`src/source/mipsPkg.sv`:
```
package mipsPkg;

	localparam int DATA_W     = 32;
	localparam int REG_ADDR_W = 5;

	typedef logic [DATA_W-1:0]     dataT;
	typedef logic [REG_ADDR_W-1:0] regAddrT;

	// Primary opcode, bits 31:26
	typedef enum logic [5:0] {
		OP_RTYPE = 6'd0,
		OP_BEQ   = 6'd4,
		OP_BNE   = 6'd5,
		OP_ADDI  = 6'd8,
		OP_LW    = 6'd35,
		OP_SW    = 6'd43,
		OP_HALT  = 6'd63
	} opcodeT;

	// R-type function field, bits 5:0
	typedef enum logic [5:0] {
		FN_ADD = 6'd32,
		FN_SUB = 6'd34,
		FN_AND = 6'd36,
		FN_OR  = 6'd37,
		FN_SLT = 6'd42
	} functT;

	typedef enum logic [2:0] {
		ALU_ADD,
		ALU_SUB,
		ALU_AND,
		ALU_OR,
		ALU_SLT
	} aluOpT;

	// Halt is the all-ones opcode
	localparam opcodeT HALT_OPCODE = OP_HALT;

endpackage

```
`src/source/decodeStage.sv`:
```
module decodeStage
	import mipsPkg::*;
(
	input  logic    clk,
	input  logic    i_rst,
	input  dataT    i_instr,
	input  dataT    i_pcNext,
	input  regAddrT i_exMemDest,
	input  logic    i_exMemRegWrite,
	input  logic    i_wbWrite,
	input  regAddrT i_wbReg,
	input  dataT    i_wbData,
	input  regAddrT i_debugRegAddr,
	output logic    o_stall,
	output logic    o_branchTaken,
	output dataT    o_branchTarget,
	output logic    o_haltSeen,
	output dataT    o_debugRegData,
	output dataT    o_rsVal,
	output dataT    o_rtVal,
	output regAddrT o_rs,
	output regAddrT o_rt,
	output dataT    o_imm,
	output regAddrT o_dest,
	output aluOpT   o_aluOp,
	output logic    o_aluSrcImm,
	output logic    o_memRead,
	output logic    o_memWrite,
	output logic    o_regWrite,
	output logic    o_halt
);

	dataT    regs [32];
	opcodeT  op;
	functT   funct;
	regAddrT rs, rt, rd, dest;
	dataT    imm, rsVal, rtVal;
	aluOpT   aluOp;
	logic    aluSrcImm, memRead, memWrite, regWrite, isHalt;
	logic    isBeq, isBne, usesRs, usesRt;
	logic    loadUse, branchHaz, condMet;

	function automatic logic hit(regAddrT src, regAddrT dst);
		return src != '0 && src == dst;
	endfunction

	// Register 0 reads zero, a same-cycle write passes through
	function automatic dataT regRead(regAddrT a);
		if (a == '0) return '0;
		if (i_wbWrite && i_wbReg == a) return i_wbData;
		return regs[a];
	endfunction

	assign op    = opcodeT'(i_instr[31:26]);
	assign funct = functT'(i_instr[5:0]);
	assign rs    = i_instr[25:21];
	assign rt    = i_instr[20:16];
	assign rd    = i_instr[15:11];
	assign imm   = {{16{i_instr[15]}}, i_instr[15:0]};

	always_comb begin
		aluOp = ALU_ADD;
		aluSrcImm = 1'b0;
		memRead = 1'b0;
		memWrite = 1'b0;
		regWrite = 1'b0;
		isHalt = 1'b0;
		isBeq = 1'b0;
		isBne = 1'b0;
		usesRs = 1'b0;
		usesRt = 1'b0;
		dest = rt;
		case (op)
			OP_RTYPE: begin
				dest = rd;
				usesRs = 1'b1;
				usesRt = 1'b1;
				regWrite = 1'b1;
				case (funct)
					FN_ADD: aluOp = ALU_ADD;
					FN_SUB: aluOp = ALU_SUB;
					FN_AND: aluOp = ALU_AND;
					FN_OR: aluOp = ALU_OR;
					FN_SLT: aluOp = ALU_SLT;
					default: regWrite = 1'b0; // Unknown funct is a no-op
				endcase
			end
			OP_ADDI: begin
				usesRs = 1'b1;
				aluSrcImm = 1'b1;
				regWrite = 1'b1;
			end
			OP_LW: begin
				usesRs = 1'b1;
				aluSrcImm = 1'b1;
				memRead = 1'b1;
				regWrite = 1'b1;
			end
			OP_SW: begin
				usesRs = 1'b1;
				usesRt = 1'b1;
				aluSrcImm = 1'b1;
				memWrite = 1'b1;
			end
			OP_BEQ: begin
				isBeq = 1'b1;
				usesRs = 1'b1;
				usesRt = 1'b1;
			end
			OP_BNE: begin
				isBne = 1'b1;
				usesRs = 1'b1;
				usesRt = 1'b1;
			end
			OP_HALT: isHalt = 1'b1;
			default: ;
		endcase
	end

	always_ff @(posedge clk) begin
		if (i_wbWrite && i_wbReg != '0) begin
			regs[i_wbReg] <= i_wbData;
		end
	end

	always_comb begin
		rsVal = regRead(rs);
		rtVal = regRead(rt);
		o_debugRegData = regRead(i_debugRegAddr);
	end

	// Load in EX feeding this instruction
	assign loadUse = o_memRead &&
		((usesRs && hit(rs, o_dest)) || (usesRt && hit(rt, o_dest)));
	// No compare forwarding, so wait for producers to reach writeback
	assign branchHaz = (isBeq || isBne) && (
		(o_regWrite && (hit(rs, o_dest) || hit(rt, o_dest))) ||
		(i_exMemRegWrite && (hit(rs, i_exMemDest) || hit(rt, i_exMemDest))));

	assign condMet        = isBeq ? (rsVal == rtVal) : (rsVal != rtVal);
	assign o_stall        = loadUse | branchHaz;
	assign o_branchTaken  = (isBeq | isBne) & condMet & ~branchHaz;
	assign o_branchTarget = i_pcNext + imm;
	assign o_haltSeen     = isHalt;

	// ID/EX
	always_ff @(posedge clk) begin
		if (i_rst || o_stall) begin
			o_memRead  <= 1'b0;
			o_memWrite <= 1'b0;
			o_regWrite <= 1'b0;
			o_halt     <= 1'b0;
		end else begin
			o_memRead  <= memRead;
			o_memWrite <= memWrite;
			o_regWrite <= regWrite;
			o_halt     <= isHalt;
		end
		o_rsVal     <= rsVal;
		o_rtVal     <= rtVal;
		o_rs        <= rs;
		o_rt        <= rt;
		o_imm       <= imm;
		o_dest      <= dest;
		o_aluOp     <= aluOp;
		o_aluSrcImm <= aluSrcImm;
	end

	// A load in EX writing a branch source is also a branch hazard
	noBranchWhileStalled: assert property (@(posedge clk) disable iff (i_rst)
		!(o_branchTaken && o_stall));

endmodule

```
`config.mk`:
```
export PLATFORM = sky130hd
export DESIGN_NAME = decodeStage
export DESIGN_NICKNAME = d
export VERILOG_FILES = /design/src/source/mipsPkg.sv /design/src/source/decodeStage.sv
export SDC_FILE = /design/constraint.sdc
export NUM_CORES = 2
export LEC_CHECK = 0
export BUFFER_PORTS_ARGS = -buffer_cell sky130_fd_sc_hd__clkbuf_2
export CAP_MARGIN = 20
export CELL_PAD_IN_SITES_DETAIL_PLACEMENT = 0
export CELL_PAD_IN_SITES_GLOBAL_PLACEMENT = 1
export CORE_ASPECT_RATIO = 0.8
export CORE_MARGIN = 2
export CORE_UTILIZATION = 35
export DETAILED_ROUTE_END_ITERATION = 10
export HOLD_SLACK_MARGIN = 0.15
export PLACE_DENSITY_LB_ADDON = 0.05
export SLEW_MARGIN = 20
export SYNTH_ARGS = -nofsm -noshare
export SYNTH_HDL_FRONTEND = slang
export SYNTH_SLANG_ARGS = --single-unit
```
`constraint.sdc`:
```
create_clock -name clk -period 6.8 [get_ports clk]
set_input_delay 0.68 -clock clk [delete_from_list [all_inputs] [get_ports clk]]
set_output_delay 0.68 -clock clk [all_outputs]
set_load 0.02 [all_outputs]
```
==> reports/results.tsv <==
metric	value	unit
initial_core_util	0.353	
crit_family	simple AND/OR/NAND/NOR gates	
initialDrtViolationCount	5590	
crit_arrival	5.67	ns
slowest_delay	0.81	ns
synth_top_area_frac	0.505	
post-route-drc-count	0	
total_switching_power	0.00479	W
synth_top_area_cell	sky130_fd_sc_hd__edfxtp_1	
worstPathBufferInverterCount	5	
fin_crit	6.35	ns
grt_start_max_net_pins	108	
power.density_cell_area	253	nW/um^2
clock-sinks	1127	
share_of_power_burned_in_registers	0.439	
antenna_violations_before_repair	13	
rsz0062_at_grt	no	
min-delay-start	i_instr[27]	
via_count	41300	
worstSetupEndpointType	output port	
timing_max_transition_violations_final	0	
cts-root-buf	sky130_fd_sc_hd__clkbuf_16	
timing.hold.worst.class	input port to register	
placement.io_buffers	300	
timing.critical_path.required	6.12	ns
clk_pin_slew	0.05	ns
achievable_frequency	157	MHz
cts-htree-levels	4	
crit_slowest_cell	sky130_fd_sc_hd__nor2_1	
globalplace.congestion	0.862	
routed_wire_length_per_instance	41.9	um
p_sw_frac	0.268	
clock_latency_of_the_later_clocked_register_in_the_worst_skew_pair	0.81	ns
cp_max_fo	5	
synth-async-reset-ratio	0	
maxCapViolCount	0	
numPlacedInstances	5976	
critical_path.cell_chain	dlygate4sd3_1 -> clkbuf_2 -> inv_1 -> nor2_1 -> a22oi_1 -> a21oi_1 -> a31oi_1 -> a31oi_1 -> xor2_1 -> or4_1 -> nor3_1 -> buf_4 -> nand4_1 -> mux2i_1 -> clkbuf_2	
final.setup.tns	0	ns
layout_commonest_cell	sky130_fd_sc_hd__edfxtp_1	
drt-total-wl	262000	um
area.growth.synth_to_final	15.6	%
whs	0.206	ns
synth_seq_cells	1127	
crit_start	i_instr[24]	
ys.warnings.count	0	
synthFlopType	sky130_fd_sc_hd__edfxtp_1	
tritoncts.num_buffers	132	
most-common-layout-cells	sky130_fd_sc_hd__edfxtp_1, sky130_fd_sc_hd__mux4_2, sky130_fd_sc_hd__clkbuf_2, sky130_fd_sc_hd__buf_4, sky130_fd_sc_hd__mux2i_1	
stdcell_count	6247	
fp.coreArea	172000	um^2
postRouteAntennaNets	0	
cts_tree	built	
cts-root-to-sink-buffers	3	
grt_first_pass_wirelength	355000	um
setup_violations	0	
post_route_cells_drive_above_1_share	0.392	
grt_pass1_vias	40800	
ios	301	
worstMarginPinSlew	1.13	ns
yosysSeqAreaShare	0.539	
drt_first_pass_iters	6	
yosys-top-cells-area	sky130_fd_sc_hd__edfxtp_1, sky130_fd_sc_hd__mux4_2, sky130_fd_sc_hd__dfxtp_1	
vias_per_cell	6.60	
layout.nets	4004	
fin_total_pwr	0.0178	W
mapped_avg_cell_area	17.4	um^2
synth-edff-count	1024	
power.share.combinational	0.145	
number_of_instances_in_the_synthesized_netlist	3498	
ctsResizeCount	0	
synth_area	60900	um^2
pwr-share-clk	0.416	
timing.max_slew.rel_slack	0.248	
worst_case_clock_skew	0.0339	ns
globalRoute.totalOverflow	0	
die_w	470	um
rr_startpoint	o_dest[2]	
grt_usage	0.292	
layout_worst_path_cycle_share	0.934	
p_leak	23.2	nW
power.ir.vdd_worst	0.263	mV
timing.final.hold_violations	0	
setup.worst_path.class	input port to output port	
row_count	136	
critical_path.startpoint_type	input port	
synth.distinct_cells	77	
internal-power	0.0130	W
hpwl_reported_at_the_end_of_detailed_placement	163000	um
fp.dieH	377	um
fp.dieArea	177000	um^2
outcome	finished clean	
==> cells in the mapped netlist, types with 17 or more instances <==
| cell | count |
|---|---|
| sky130_fd_sc_hd__nor2b_1 | 42 |
| sky130_fd_sc_hd__edfxtp_1 | 1024 |
| sky130_fd_sc_hd__nor3_1 | 21 |
| sky130_fd_sc_hd__nor2_1 | 173 |
| sky130_fd_sc_hd__a21oi_1 | 85 |
| sky130_fd_sc_hd__buf_6 | 23 |
| sky130_fd_sc_hd__dfxtp_1 | 103 |
| sky130_fd_sc_hd__mux4_2 | 798 |
| sky130_fd_sc_hd__o22ai_1 | 63 |
| sky130_fd_sc_hd__buf_2 | 66 |
| sky130_fd_sc_hd__o21ai_0 | 70 |
| sky130_fd_sc_hd__buf_1 | 40 |
| sky130_fd_sc_hd__mux2i_1 | 150 |
| sky130_fd_sc_hd__ha_1 | 31 |
| sky130_fd_sc_hd__nand3_1 | 33 |
| sky130_fd_sc_hd__buf_4 | 49 |
| sky130_fd_sc_hd__inv_1 | 17 |
| sky130_fd_sc_hd__a22oi_1 | 57 |
| sky130_fd_sc_hd__a211oi_1 | 77 |
| sky130_fd_sc_hd__clkbuf_1 | 125 |
| sky130_fd_sc_hd__xnor2_1 | 54 |
| sky130_fd_sc_hd__xor2_1 | 39 |
| sky130_fd_sc_hd__nand2_1 | 108 |
| sky130_fd_sc_hd__nand4_1 | 18 |
==> state kept, by name, indices dropped and copies added (netlist names), 3 cells and up <==
name     flops
o_rsVal     32
o_rt         5
o_rs         5
o_imm       16
regs      1024
o_dest       5
o_rtVal     32
o_aluOp      3
==> area by class of cell <==
class / count / area (um^2)
Fill cell: 15300 / 102000
Sequential cell: 1127 / 32800
Multi-Input combinational cell: 2075 / 26800
Clock buffer: 179 / 3680
Timing Repair Buffer: 501 / 3450
Tap cell: 2277 / 2850
Clock inverter: 63 / 758
Inverter: 20 / 76.3
Antenna cell: 5 / 12.5
==> path summary, 6_finish.rpt <==
| path | end | cells after the start | slack, ns |
|---|---|---|---|
| setup / recovery | o_branchTaken | 15 | 0.45 |
| setup reg to reg | o_halt | 7 | 4.09 |
| hold / removal | o_memRead | 3 | 0.21 |
| hold reg to reg | o_memWrite | 4 | 0.78 |
==> power groups by stage <==
stage	logic [W]	registers [W]	clock network, W
after floorplan	0.00145	0.00799	0
after global placement	0.00256	0.00797	0
after detailed placement	0.00256	0.00797	0
after CTS	0.00258	0.00783	0.00755
after global routing	0.00269	0.00784	0.00781
final	0.00258	0.00783	0.00742
==> logic make-up (layout without fill, tap and decap cells) <==
| kind of cell | after synthesis | count (layout) | share of synthesized area |
|---|---|---|---|
| mux | 964 | 964 | 0.323 |
| xor+xnor | 93 | 93 | 0.0134 |
| other cells | 1 | 37 | 0.0000615 |
| buf+inv | 327 | 763 | 0.0282 |
| compound gates | 493 | 493 | 0.0553 |
| fa+ha+maj | 32 | 32 | 0.00669 |
| flops | 1127 | 1127 | 0.539 |
| simple gates | 461 | 461 | 0.0353 |
==> per-stage QoR <==
stage	instance area [um^2]	utilization	setup WS, ns
after floorplan	61000	-	2.67
after global placement	65700	0.381	0.137
after detailed placement	65700	0.381	0.363
after CTS	70400	0.408	0.349
after global routing	70400	0.409	0.268
final	70400	0.409	0.446
==> layer usage <==
metal	part of all wire	global-route usage	vias up
met5	0.00018	0	-
met4	0.027	0.0817	8
met3	0.097	0.0730	395
met2	0.45	0.443	2580
met1	0.42	0.415	22500
li1	-	-	15800
==> worst reg2reg max path: stages (launching register included) <==
cell	delay, ns
sky130_fd_sc_hd__dfxtp_1	0.40
sky130_fd_sc_hd__xnor2_1	0.14
sky130_fd_sc_hd__nand3_1	0.13
sky130_fd_sc_hd__o41ai_1	0.82
sky130_fd_sc_hd__a22o_1	0.30
sky130_fd_sc_hd__a22o_1	0.20
sky130_fd_sc_hd__nor4_1	0.07
sky130_fd_sc_hd__dlygate4sd3_1	0.55
==> timing repair <==
action                                 in CTS  in global routing
buffers inserted                            0                  0
endpoints found under the hold margin      26                  0
hold buffers                               22                  0
Power figures use the tool's default switching activity.
