`config.mk`:
```
export PLATFORM = sky130hd
export DESIGN_NAME = executeStage
export DESIGN_NICKNAME = d
export VERILOG_FILES = /design/src/source/mipsPkg.sv /design/src/source/executeStage.sv
export SDC_FILE = /design/constraint.sdc
export NUM_CORES = 1
export LEC_CHECK = 0
export BUFFER_PORTS_ARGS = -buffer_cell sky130_fd_sc_hd__buf_2
export CAP_MARGIN = 20
export CORE_UTILIZATION = 30
export CTS_CLUSTER_SIZE = 40
export DETAILED_ROUTE_END_ITERATION = 10
export PLACE_DENSITY = 0.58
export SETUP_SLACK_MARGIN = 0.1
export SYNTH_ARGS = -nofsm -noshare
export SYNTH_HDL_FRONTEND = slang
export SYNTH_SLANG_ARGS = --single-unit
```
`constraint.sdc`:
```
create_clock -name clk -period 4.78 [get_ports clk]
set_clock_uncertainty 0.2 [all_clocks]
set_input_delay 0.717 -clock clk [delete_from_list [all_inputs] [get_ports clk]]
set_output_delay 0.717 -clock clk [all_outputs]
set_load 0.005 [all_outputs]
```
`src/source/mipsPkg.sv`:
```
package mipsPkg;

	localparam int DATA_W     = 32;
	localparam int REG_ADDR_W = 5;

	typedef logic [DATA_W-1:0]     dataT;
	typedef logic [REG_ADDR_W-1:0] regAddrT;

	// Primary opcode, bits 31:26
	typedef enum logic [5:0] {
		OP_RTYPE = 6'd0,
		OP_BEQ   = 6'd4,
		OP_BNE   = 6'd5,
		OP_ADDI  = 6'd8,
		OP_LW    = 6'd35,
		OP_SW    = 6'd43,
		OP_HALT  = 6'd63
	} opcodeT;

	// R-type function field, bits 5:0
	typedef enum logic [5:0] {
		FN_ADD = 6'd32,
		FN_SUB = 6'd34,
		FN_AND = 6'd36,
		FN_OR  = 6'd37,
		FN_SLT = 6'd42
	} functT;

	typedef enum logic [2:0] {
		ALU_ADD,
		ALU_SUB,
		ALU_AND,
		ALU_OR,
		ALU_SLT
	} aluOpT;

	// Halt is the all-ones opcode
	localparam opcodeT HALT_OPCODE = OP_HALT;

endpackage

```
`src/source/executeStage.sv`:
```
module executeStage
	import mipsPkg::*;
(
	input  logic    clk,
	input  logic    i_rst,
	input  dataT    i_rsVal,
	input  dataT    i_rtVal,
	input  regAddrT i_rs,
	input  regAddrT i_rt,
	input  dataT    i_imm,
	input  regAddrT i_dest,
	input  aluOpT   i_aluOp,
	input  logic    i_aluSrcImm,
	input  logic    i_memRead,
	input  logic    i_memWrite,
	input  logic    i_regWrite,
	input  logic    i_halt,
	input  logic    i_wbWrite,
	input  regAddrT i_wbReg,
	input  dataT    i_wbData,
	output dataT    o_aluResult,
	output dataT    o_storeData,
	output regAddrT o_dest,
	output logic    o_memRead,
	output logic    o_memWrite,
	output logic    o_regWrite,
	output logic    o_halt
);

	dataT opA, opB, rtFwd, result;

	// Youngest producer wins, loads in EX/MEM are covered by the stall
	function automatic dataT forward(regAddrT r, dataT regVal);
		if (r != '0 && o_regWrite && !o_memRead && o_dest == r) return o_aluResult;
		if (r != '0 && i_wbWrite && i_wbReg == r) return i_wbData;
		return regVal;
	endfunction

	always_comb begin
		opA   = forward(i_rs, i_rsVal);
		rtFwd = forward(i_rt, i_rtVal);
		opB   = i_aluSrcImm ? i_imm : rtFwd;
	end

	always_comb begin
		case (i_aluOp)
			ALU_ADD: result = opA + opB;
			ALU_SUB: result = opA - opB;
			ALU_AND: result = opA & opB;
			ALU_OR: result = opA | opB;
			ALU_SLT: result = {31'b0, $signed(opA) < $signed(opB)};
			default: result = '0;
		endcase
	end

	// EX/MEM
	always_ff @(posedge clk) begin
		if (i_rst) begin
			o_memRead  <= 1'b0;
			o_memWrite <= 1'b0;
			o_regWrite <= 1'b0;
			o_halt     <= 1'b0;
		end else begin
			o_memRead  <= i_memRead;
			o_memWrite <= i_memWrite;
			o_regWrite <= i_regWrite;
			o_halt     <= i_halt;
		end
		o_aluResult <= result;
		o_storeData <= rtFwd; // Store data needs forwarding too
		o_dest      <= i_dest;
	end

	validAluOp: assert property (@(posedge clk) disable iff (i_rst)
		i_regWrite |-> i_aluOp inside {ALU_ADD, ALU_SUB, ALU_AND, ALU_OR, ALU_SLT});

endmodule

```
==> flow_summary.toml, run 1 <==
[run_status]
status = "completed"

[clocking]
htree_levels = 3
clockBufferDepth = 2
cts.clk_slew.worst_paths_ns = 0.07
cts.sinks = 73
cts_tree = "yes"
cts_buffers = 9
root_buffer = "clkbuf_16"
clk_latency_ns = 0.36
cts-hold-fix-buffers = 0

[worst_setup_path]
reg2regPathDepth = 18
critPathCaptureType = "flip-flop"
crit_type = "primary input to flip-flop"
rrSetupSlack_ns = 0.43
critPathMaxFanout = 22
cp.required_ns = 4.81
r2r_start = "o_regWrite$_SDFF_PP0_"
r2r_end = "o_aluResult[25]$_DFF_P_"
start_kind = "primary input"
cp_data_arrival_time_ns = 4.69
timing.critical_path.from = "i_rt[2]"

[cells_and_area]
multi_input_area_mm2 = 0.00675
seqCellArea_mm2 = 0.00146
final_cells = 1873
stdcell_area_mm2 = 0.0129
area_growth_pct = 58.0
num-nets-final = 1800
fin_util_pct = 48.8
antenna_cells = 0
drive_above_1_share_pct = 44.0
fill_cells = 2516

[pwr]
p_sw_share_pct = 36.5
powerDensity_mw_per_mm2 = 233
p_int_mw = 1.91
power_leakage_nw = 6.00
p_comb_share_pct = 50.5
pwr-share-clk_pct = 25.4
peakVddDrop_v = 0.000175
finalPower_mw = 3.00
seqPwrFrac_pct = 24.1
p_sw_mw = 1.09

[sta]
fmax_ghz = 0.214
fin_ws_ns = 0.116
tns_ns = 0
hold_viol_final = 0
worst_pin_slew_ns = 1.16
slew_headroom_pct = 22.6
fin_crit_sh_pct = 97.6
rsz0062_at_grt = "yes"
setup_viol = 0
finalHoldWorstSlack_ns = 0.256
min_period_ns = 4.66
finalMaxSlewViolations = 0

[hold_path]
min_to = "o_dest[4]$_DFF_P_"
hold_class = "primary input to flip-flop"
hp-start = "i_dest[4]"
holdPathStages = 1

[yosys]
synth_cell_types = 66
yosys_warnings = 0
synth-seq-cells = 73
synth-edff-count = 0
yosysSeqAreaShare_pct = 18.0
syn_inst = 1058
synth_area_mm2 = 0.00813
synthArstFlopShare_pct = 0
synth.net_count = 1324
synth_ff_type = "dfxtp_1"
avgSynthCellArea_um2 = 7.69

[drt]
ant_nets = 0
vias = 9336
drtIter0Drc = 566
drt-total-wl_um = 30600
drc = 0
wl_per_cell_um = 16.4
dr.pass1.iters = 5
viasPerCell = 4.98

[grt]
grt_max_degree = 26
track_usage_pct = 21.7
grt_pass1_vias = 9275
grt.overflow.total = 0
grt_pass1_wl_um = 48100
antenna_found_initial = 0

[placed_design]
hpwl_um = 23800
post_dp_cell_area_mm2 = 0.0114
dpl_worst_slack_ns = -0.867
place_congestion = 0.950
port_buffers = 231
placed_cells = 1807

[die]
coreArea_mm2 = 0.0264
die-area_mm2 = 0.0278
die_w_um = 167
dieHeight_um = 167
io-pin-count = 232
row_count = 59
start_util_pct = 30.9

[run]
max_cap_violations = 0
==> worst max-delay path by stage <==
stage	slack (ns)	to	cells after the start
3_5_place_dp	-0.87	o_aluResult[25]$_DFF_P_	20
2_1_floorplan	0.10	o_aluResult[22]$_DFF_P_	18
4_1_cts	0.06	o_aluResult[25]$_DFF_P_	21
6_report	0.12	o_aluResult[25]$_DFF_P_	21
5_1_grt	-0.1	o_aluResult[30]$_DFF_P_	23
3_3_place_gp	-0.76	o_aluResult[25]$_DFF_P_	19
==> worst max-delay path, cell delays in order <==
cell and delay [ns]:
buf_2 0.11, or4_4 0.52, nor2_4 0.13, buf_4 0.13, nor4_4 0.05, buf_6 0.15, buf_8 0.15, buf_4 0.15
nand2_1 0.05, o21ai_1 0.08, mux2_4 0.32, ha_4 0.27, nor2_1 0.07, a221oi_2 0.31, o2111ai_2 0.23, a221oi_4 0.38
nand2_2 0.17, a311oi_2 0.26, xnor2_1 0.10, a221oi_1 0.23, o21ai_1 0.09
==> logic make-up (layout without fill, tap and decap cells) <==
group / count (synthesis) / in the layout / synth area share, %
adders and majority gates: 107 / 107 / 16.6
AOI/OAI and AO/OA: 303 / 303 / 24.6
DFF: 73 / 73 / 18.0
muxes: 100 / 100 / 12.7
buffers and inverters: 157 / 637 / 7.62
and+or+nand+nor: 276 / 276 / 15.9
xor gates and xnor gates: 42 / 42 / 4.52
==> cells in the mapped netlist (all sizes together), types with 4 or more instances <==
cell type	instances	area share [%]
a211o	5	0.54
a211oi	8	0.74
a21o	10	0.92
a21oi	66	4.1
a221oi	10	1.2
a311oi	4	0.65
a31oi	7	0.54
a41o	4	0.63
and2	5	0.38
and3	5	0.38
buf	20	1.3
clkbuf	41	1.9
dfxtp	73	18
ha	105	16
inv	96	4.4
mux2	28	3.9
mux2i	72	8.9
nand2	121	5.6
nand2b	8	0.62
nand3	9	0.55
nand4	7	0.54
nor2	54	2.5
nor2b	18	1.4
nor3	16	0.98
nor4	7	0.77
o211ai	11	1.0
o21a	6	0.55
o21ai	107	6.6
o21bai	8	0.74
o221a	4	0.55
o221ai	24	2.6
o31ai	4	0.37
or2	7	0.54
or3	9	0.71
xnor2	32	3.4
xor2	10	1.1
==> flip-flops by register name, indices dropped and copies added, names as in the netlist <==
signal and flops:
o_storeData 32, o_halt 1, o_dest 5, o_aluResult 32
o_memRead 1, o_regWrite 1, o_memWrite 1
==> routing by layer <==
layer | global-route usage [%] | routed length (µm) | vias up
li1 | - | - | 4703
met5 | 0 | 0 | -
met3 | 2.92 | 1200 | 47
met4 | 8.01 | 832 | 0
met2 | 38.3 | 15000 | 233
met1 | 26.8 | 13600 | 4353
==> cell type report <==
cell class	instances	area share (%)
clock inverters	5	0.633
well taps	335	3.26
multi-input cells	828	52.6
inverters	96	2.80
clock buffers	10	1.78
flip-flops and latches	73	11.4
repair buffers	526	27.6
==> power by group through the flow <==
stage,clock network (mW),registers (mW),logic (mW)
final,0.761,0.723,1.52
after detailed placement,0,0.737,1.31
after CTS,0.778,0.724,1.42
after global placement,0,0.737,1.30
after floorplan,0,0.733,0.681
after global routing,0.801,0.732,1.65
==> timing repair <==
item | 4_1_cts | 5_1_grt
pin swaps | 22 | 36
buffers inserted | 32 | 20
setup endpoints to repair | 20 | 23
resized for setup | 83 | 95
gates cloned | 0 | 1
==> placed cells by master, fill, tap and decap left out, types with 49 or more instances in the layout <==
master   instances
buf_4          273
buf_2          228
nand2_1        120
inv_1           95
ha_1            86
dfxtp_1         73
mux2i_1         67
o21ai_0         62
a21oi_1         58
nor2_1          49
(Power assumes the default switching activity.)
==> run 2: changes to the inputs <==
--- a/config.mk
+++ b/config.mk
@@ -7,10 +7,12 @@
 export LEC_CHECK = 0
 export BUFFER_PORTS_ARGS = -buffer_cell sky130_fd_sc_hd__buf_2
 export CAP_MARGIN = 20
+export CELL_PAD_IN_SITES_DETAIL_PLACEMENT = 0
+export CELL_PAD_IN_SITES_GLOBAL_PLACEMENT = 1
 export CORE_UTILIZATION = 30
 export CTS_CLUSTER_SIZE = 40
 export DETAILED_ROUTE_END_ITERATION = 10
-export PLACE_DENSITY = 0.58
+export PLACE_DENSITY = 0.74
 export SETUP_SLACK_MARGIN = 0.1
 export SYNTH_ARGS = -nofsm -noshare
 export SYNTH_HDL_FRONTEND = slang
==> run 2 against run 1 <==
Compared with the run above:
- clock-buffer cell count is the same
- die area is the same
- fmax rose by 0.82%
- critical path type unchanged
- critical endpoint is now o_aluResult[31]$_DFF_P_
- largest cell class unchanged
==> flow_summary.toml, run 2 (same netlist as run 1, synthesis figures left out) <==
[run_status]
status = "completed"

[drt]
vias = 9403
drtIter0Drc = 472
drc = 0
wl_per_cell_um = 17.0
drt-total-wl_um = 31400
dr.pass1.iters = 5
viasPerCell = 5.08
ant_nets = 0

[clocking]
cts.sinks = 73
cts_tree = "yes"
cts-hold-fix-buffers = 0
cts_buffers = 9
clockBufferDepth = 2
root_buffer = "clkbuf_16"
clk_latency_ns = 0.36
htree_levels = 3
cts.clk_slew.worst_paths_ns = 0.07

[placed_design]
placed_cells = 1807
port_buffers = 231
place_congestion = 0.913
hpwl_um = 24500

[worst_setup_path]
crit_type = "primary input to flip-flop"
cp_data_arrival_time_ns = 4.67
critPathMaxFanout = 19
crit_end = "o_aluResult[31]$_DFF_P_"
rrSetupSlack_ns = 0.48
critPathCaptureType = "flip-flop"
reg2regPathDepth = 19
r2r_start = "o_dest[0]$_DFF_P_"
timing.critical_path.from = "i_rt[1]"
cp.required_ns = 4.82
start_kind = "primary input"
r2r_end = "o_aluResult[30]$_DFF_P_"

[sta]
rsz0062_at_grt = "yes"
fmax_ghz = 0.216
finalMaxSlewViolations = 0
slew_headroom_pct = 30.5
fin_crit_sh_pct = 96.8
min_period_ns = 4.63
setup_viol = 0
worst_pin_slew_ns = 1.03
hold_viol_final = 0

[grt]
antenna_found_initial = 0
grt_max_degree = 26
grt_pass1_wl_um = 48900
track_usage_pct = 22.2
grt_pass1_vias = 9264
grt.overflow.total = 0

[cells_and_area]
fin_util_pct = 48.9
fill_cells = 2524
final_common_cell = "buf_4"
mostFrequentLayoutCells = "250 x buf_4, 228 x buf_2, 118 x nand2_1"
final_cells = 1851
antenna_cells = 0
num-nets-final = 1778
largest_registers = "o_aluResult (32), o_storeData (32), o_dest (5)"
area_growth_pct = 58.3
drive_above_1_share_pct = 46.0

[run]
max_cap_violations = 0

[die]
coreArea_mm2 = 0.0264
die-area_mm2 = 0.0278
start_util_pct = 30.9
io-pin-count = 232
row_count = 59
die_w_um = 167
dieHeight_um = 167

[pwr]
finalPower_mw = 3.00
power_leakage_nw = 5.93
powerDensity_mw_per_mm2 = 233
peakVddDrop_v = 0.000148

[hold_path]
hold_class = "primary input to flip-flop"
## run 2: cell type report
type	instances	area, µm²	area share [%]
Timing Repair Buffer	504	3380	26.3
Inverter	96	363	2.82
Sequential cell	73	1460	11.4
Tap cell	335	419	3.26
Multi-Input combinational cell	828	6950	54.0
Clock inverter	5	56.3	0.437
Clock buffer	10	239	1.86
## run 2: worst min-delay path by stage
| stage | start | endpoint | slack, ns | cells past startpoint |
|---|---|---|---|---|
| after floorplan | o_aluResult[0]$_DFF_P_ | o_storeData[0]$_DFF_P_ | 0.28 | 2 |
| after global placement | o_aluResult[0]$_DFF_P_ | o_storeData[0]$_DFF_P_ | 0.29 | 2 |
| after detailed placement | o_aluResult[0]$_DFF_P_ | o_storeData[0]$_DFF_P_ | 0.30 | 2 |
| after CTS | i_dest[2] | o_dest[2]$_DFF_P_ | 0.26 | 1 |
| after global routing | i_dest[1] | o_dest[1]$_DFF_P_ | 0.26 | 1 |
| final | i_dest[2] | o_dest[2]$_DFF_P_ | 0.27 | 1 |
## run 2: per-stage QoR
| step | instance area [µm²] | setup WS [ns] | TNS, ns | hold WS [ns] |
|---|---|---|---|---|
| floorplan | 8170 | 0.102 | 0 | 0.276 |
| global placement | 11400 | -0.635 | -10.84 | 0.287 |
| detailed placement | 11400 | -0.666 | -11.53 | 0.297 |
| CTS | 12300 | 0.0132 | 0 | 0.256 |
| global route | 12900 | 0.00869 | 0 | 0.258 |
| finish | 12900 | 0.154 | 0 | 0.266 |
## run 2: per-layer routing
metal	wire [µm]	global-route usage, %	up-vias	part of all wire [%]
li1	-	-	4651	-
met1	13800	27.6	4434	44
met2	15400	39.0	269	49
met3	1360	3.52	49	4.3
met4	772	6.64	0	2.5
met5	0	0	-	0
## run 2: critical path, cell delays in order
cell and delay (ns):
buf_4 0.12, or4_4 0.54, nor2_4 0.15, buf_4 0.13, nor4_4 0.04, buf_12 0.16, buf_12 0.15, nand2_1 0.07
o21ai_1 0.07, mux2_4 0.30, ha_4 0.29, inv_4 0.04, a2111oi_4 0.43, o2111ai_2 0.21, a221oi_2 0.27, nand2_2 0.13
buf_12 0.16, a21bo_4 0.21, a41o_1 0.25, a21oi_1 0.11, o22ai_1 0.08
## run 2: power by group
part	switching, mW	internal [mW]
combinational	0.764	0.788
clock	0.308	0.416
sequential	0.0472	0.676
## run 2: what timing repair did
action                                  in CTS  in global routing
endpoints found under the setup margin      23                 23
resized for setup                          121                116
setup buffers                               14                 16
cloned                                       0                  0
pin swaps                                   39                 57
==> run 3: changes to the inputs <==
--- a/config.mk
+++ b/config.mk
@@ -5,7 +5,7 @@
 export SDC_FILE = /design/constraint.sdc
 export NUM_CORES = 1
 export LEC_CHECK = 0
-export BUFFER_PORTS_ARGS = -buffer_cell sky130_fd_sc_hd__buf_2
+export BUFFER_PORTS_ARGS = -buffer_cell sky130_fd_sc_hd__buf_4
 export CAP_MARGIN = 20
 export CELL_PAD_IN_SITES_DETAIL_PLACEMENT = 0
 export CELL_PAD_IN_SITES_GLOBAL_PLACEMENT = 1
==> run 3 against run 2 <==
Compared with the run above:
- worst setup slack lost 0.12 ns
- cell count is the same
- clock power grew 10%
- highest routed layer unchanged
- hold slack lost 0.011 ns
- first-iteration DRC count grew 12%
- combinational power is essentially flat
- critical endpoint is now o_aluResult[30]$_DFF_P_
- utilization grew 1.7 points
- clock-buffer cell count shrank 1
==> flow_summary.toml, run 3 (same netlist as run 1, synthesis figures left out) <==
[run_status]
status = "completed"

[die]
die_w_um = 167
start_util_pct = 30.9
row_count = 59
dieHeight_um = 167
coreArea_mm2 = 0.0264
io-pin-count = 232
die-area_mm2 = 0.0278

[worst_setup_path]
cp_data_arrival_time_ns = 4.80
critPathMaxFanout = 15
critPathCaptureType = "flip-flop"
slowest_delay_ns = 0.54
cp.required_ns = 4.83
start_kind = "primary input"
cp_cell_sequence = "buf_6, or4_4, nor2_4, buf_4, nor4_4, buf_12, buf_12, buf_4, nand2_1, o21ai_1, mux2_4, ha_4, or3b_4, nand4b_1, a211o_1, a31oi_4, a21o_1, a41o_4, a311oi_4, xnor2_1, a221o_1"
crit_type = "primary input to flip-flop"
reg2regPathDepth = 19
slowest_stage = "or4_4"

[drt]
ant_nets = 0
dr.pass1.iters = 6
drc = 0
vias = 9353
viasPerCell = 5.05
drt-total-wl_um = 32500
drtIter0Drc = 527
wl_per_cell_um = 17.6

[sta]
min_period_ns = 4.75
hold_viol_final = 0
worst_pin_slew_ns = 1.09
finalMaxSlewViolations = 0
fmax_ghz = 0.211
rsz0062_at_grt = "yes"
fin_crit_sh_pct = 99.3
tns_ns = 0
slew_headroom_pct = 26.8
setup_viol = 0
fin_ws_ns = 0.0350

[cells_and_area]
largest_registers = "o_aluResult (32), o_storeData (32), o_dest (5)"
mostFrequentLayoutCells = "478 x buf_4, 117 x nand2_1, 93 x inv_1"
drive_above_1_share_pct = 43.9
final_common_cell = "buf_4"
stdcell_area_mm2 = 0.0133
num-nets-final = 1777
area_growth_pct = 64.0
antenna_cells = 0

[clocking]
cts.clk_slew.worst_paths_ns = 0.07
cts.sinks = 73
clockBufferDepth = 2
cts_tree = "yes"
cts_buffers = 9
htree_levels = 3
clk_latency_ns = 0.36
root_buffer = "clkbuf_16"

[hold_path]
hold_class = "primary input to flip-flop"
holdPathStages = 1

[placed_design]
hpwl_um = 25200
place_congestion = 0.941
post_dp_cell_area_mm2 = 0.0120
dpl_worst_slack_ns = -0.662
port_buffers = 231

[grt]
track_usage_pct = 22.8
grt_pass1_vias = 9541
grt.overflow.total = 0
grt_max_degree = 32
grt_pass1_wl_um = 50300
antenna_found_initial = 0

[run]
max_cap_violations = 0

[pwr]
pwr-share-clk_pct = 25.7
power_leakage_nw = 6.12
peakVddDrop_v = 0.000135
seqPwrFrac_pct = 23.5
powerDensity_mw_per_mm2 = 232
p_sw_share_pct = 36.8
finalPower_mw = 3.09
p_sw_mw = 1.14
p_comb_share_pct = 50.8
p_int_mw = 1.96
## run 3: critical path, delay by kind of cell
kind,cells,cell delay [ns]
compound gates,7,1.45
xor+xnor,1,0.11
fa+ha+maj,1,0.31
buf+inv,5,0.64
mux,1,0.30
simple gates,6,1.23
## run 3: per-layer routing
layer  vias up  routed length, µm  global-route usage [%]
met3        45               1670                    3.18
met4         0                660                    7.33
met2       274              15700                    39.6
met1      4392              14500                    28.9
li1       4642                  -                       -
met5         -                  0                       0
## run 3: through the flow
stage / util [%] / std cells / hold WS, ns
final: 50.6 / 1851 / 0.256
after floorplan: - / 1058 / 0.276
after global placement: 45.3 / 1801 / 0.298
after global routing: 50.6 / 1851 / 0.251
after detailed placement: 45.3 / 1801 / 0.305
after CTS: 48.1 / 1828 / 0.245
## run 3: path summary, 6_finish.rpt
check / start / end / slack (ns)
worst min register to register: o_aluResult[17]$_DFF_P_ / o_storeData[17]$_DFF_P_ / 0.31
worst max-delay path: i_rt[1] / o_aluResult[30]$_DFF_P_ / 0.03
worst max register to register: o_dest[1]$_DFF_P_ / o_aluResult[30]$_DFF_P_ / 0.37
worst min-delay path: i_dest[0] / o_dest[0]$_DFF_P_ / 0.26
## run 3: cell type report
type / instances / area [µm²]
fill: 2528 / 13000
clock inverter: 7 / 95.1
sequential: 73 / 1460
timing repair buffer: 503 / 3980
inverter: 96 / 360
tap: 335 / 419
clock buffer: 9 / 225
multi-input combinational: 828 / 6800
## run 3: power groups by stage
| stage | clock [mW] | sequential, mW | combinational [mW] |
|---|---|---|---|
| floorplan | 0 | 0.733 | 0.681 |
| global placement | 0 | 0.743 | 1.37 |
| detailed placement | 0 | 0.742 | 1.37 |
| CTS | 0.806 | 0.729 | 1.44 |
| global route | 0.830 | 0.738 | 1.70 |
| finish | 0.795 | 0.728 | 1.57 |
## run 3: repair_timing
item	in CTS	in global routing
resized for setup	66	129
setup buffers	10	23
setup endpoints to repair	22	24
hold buffers	0	0
pin swaps	14	42
cloned	1	0
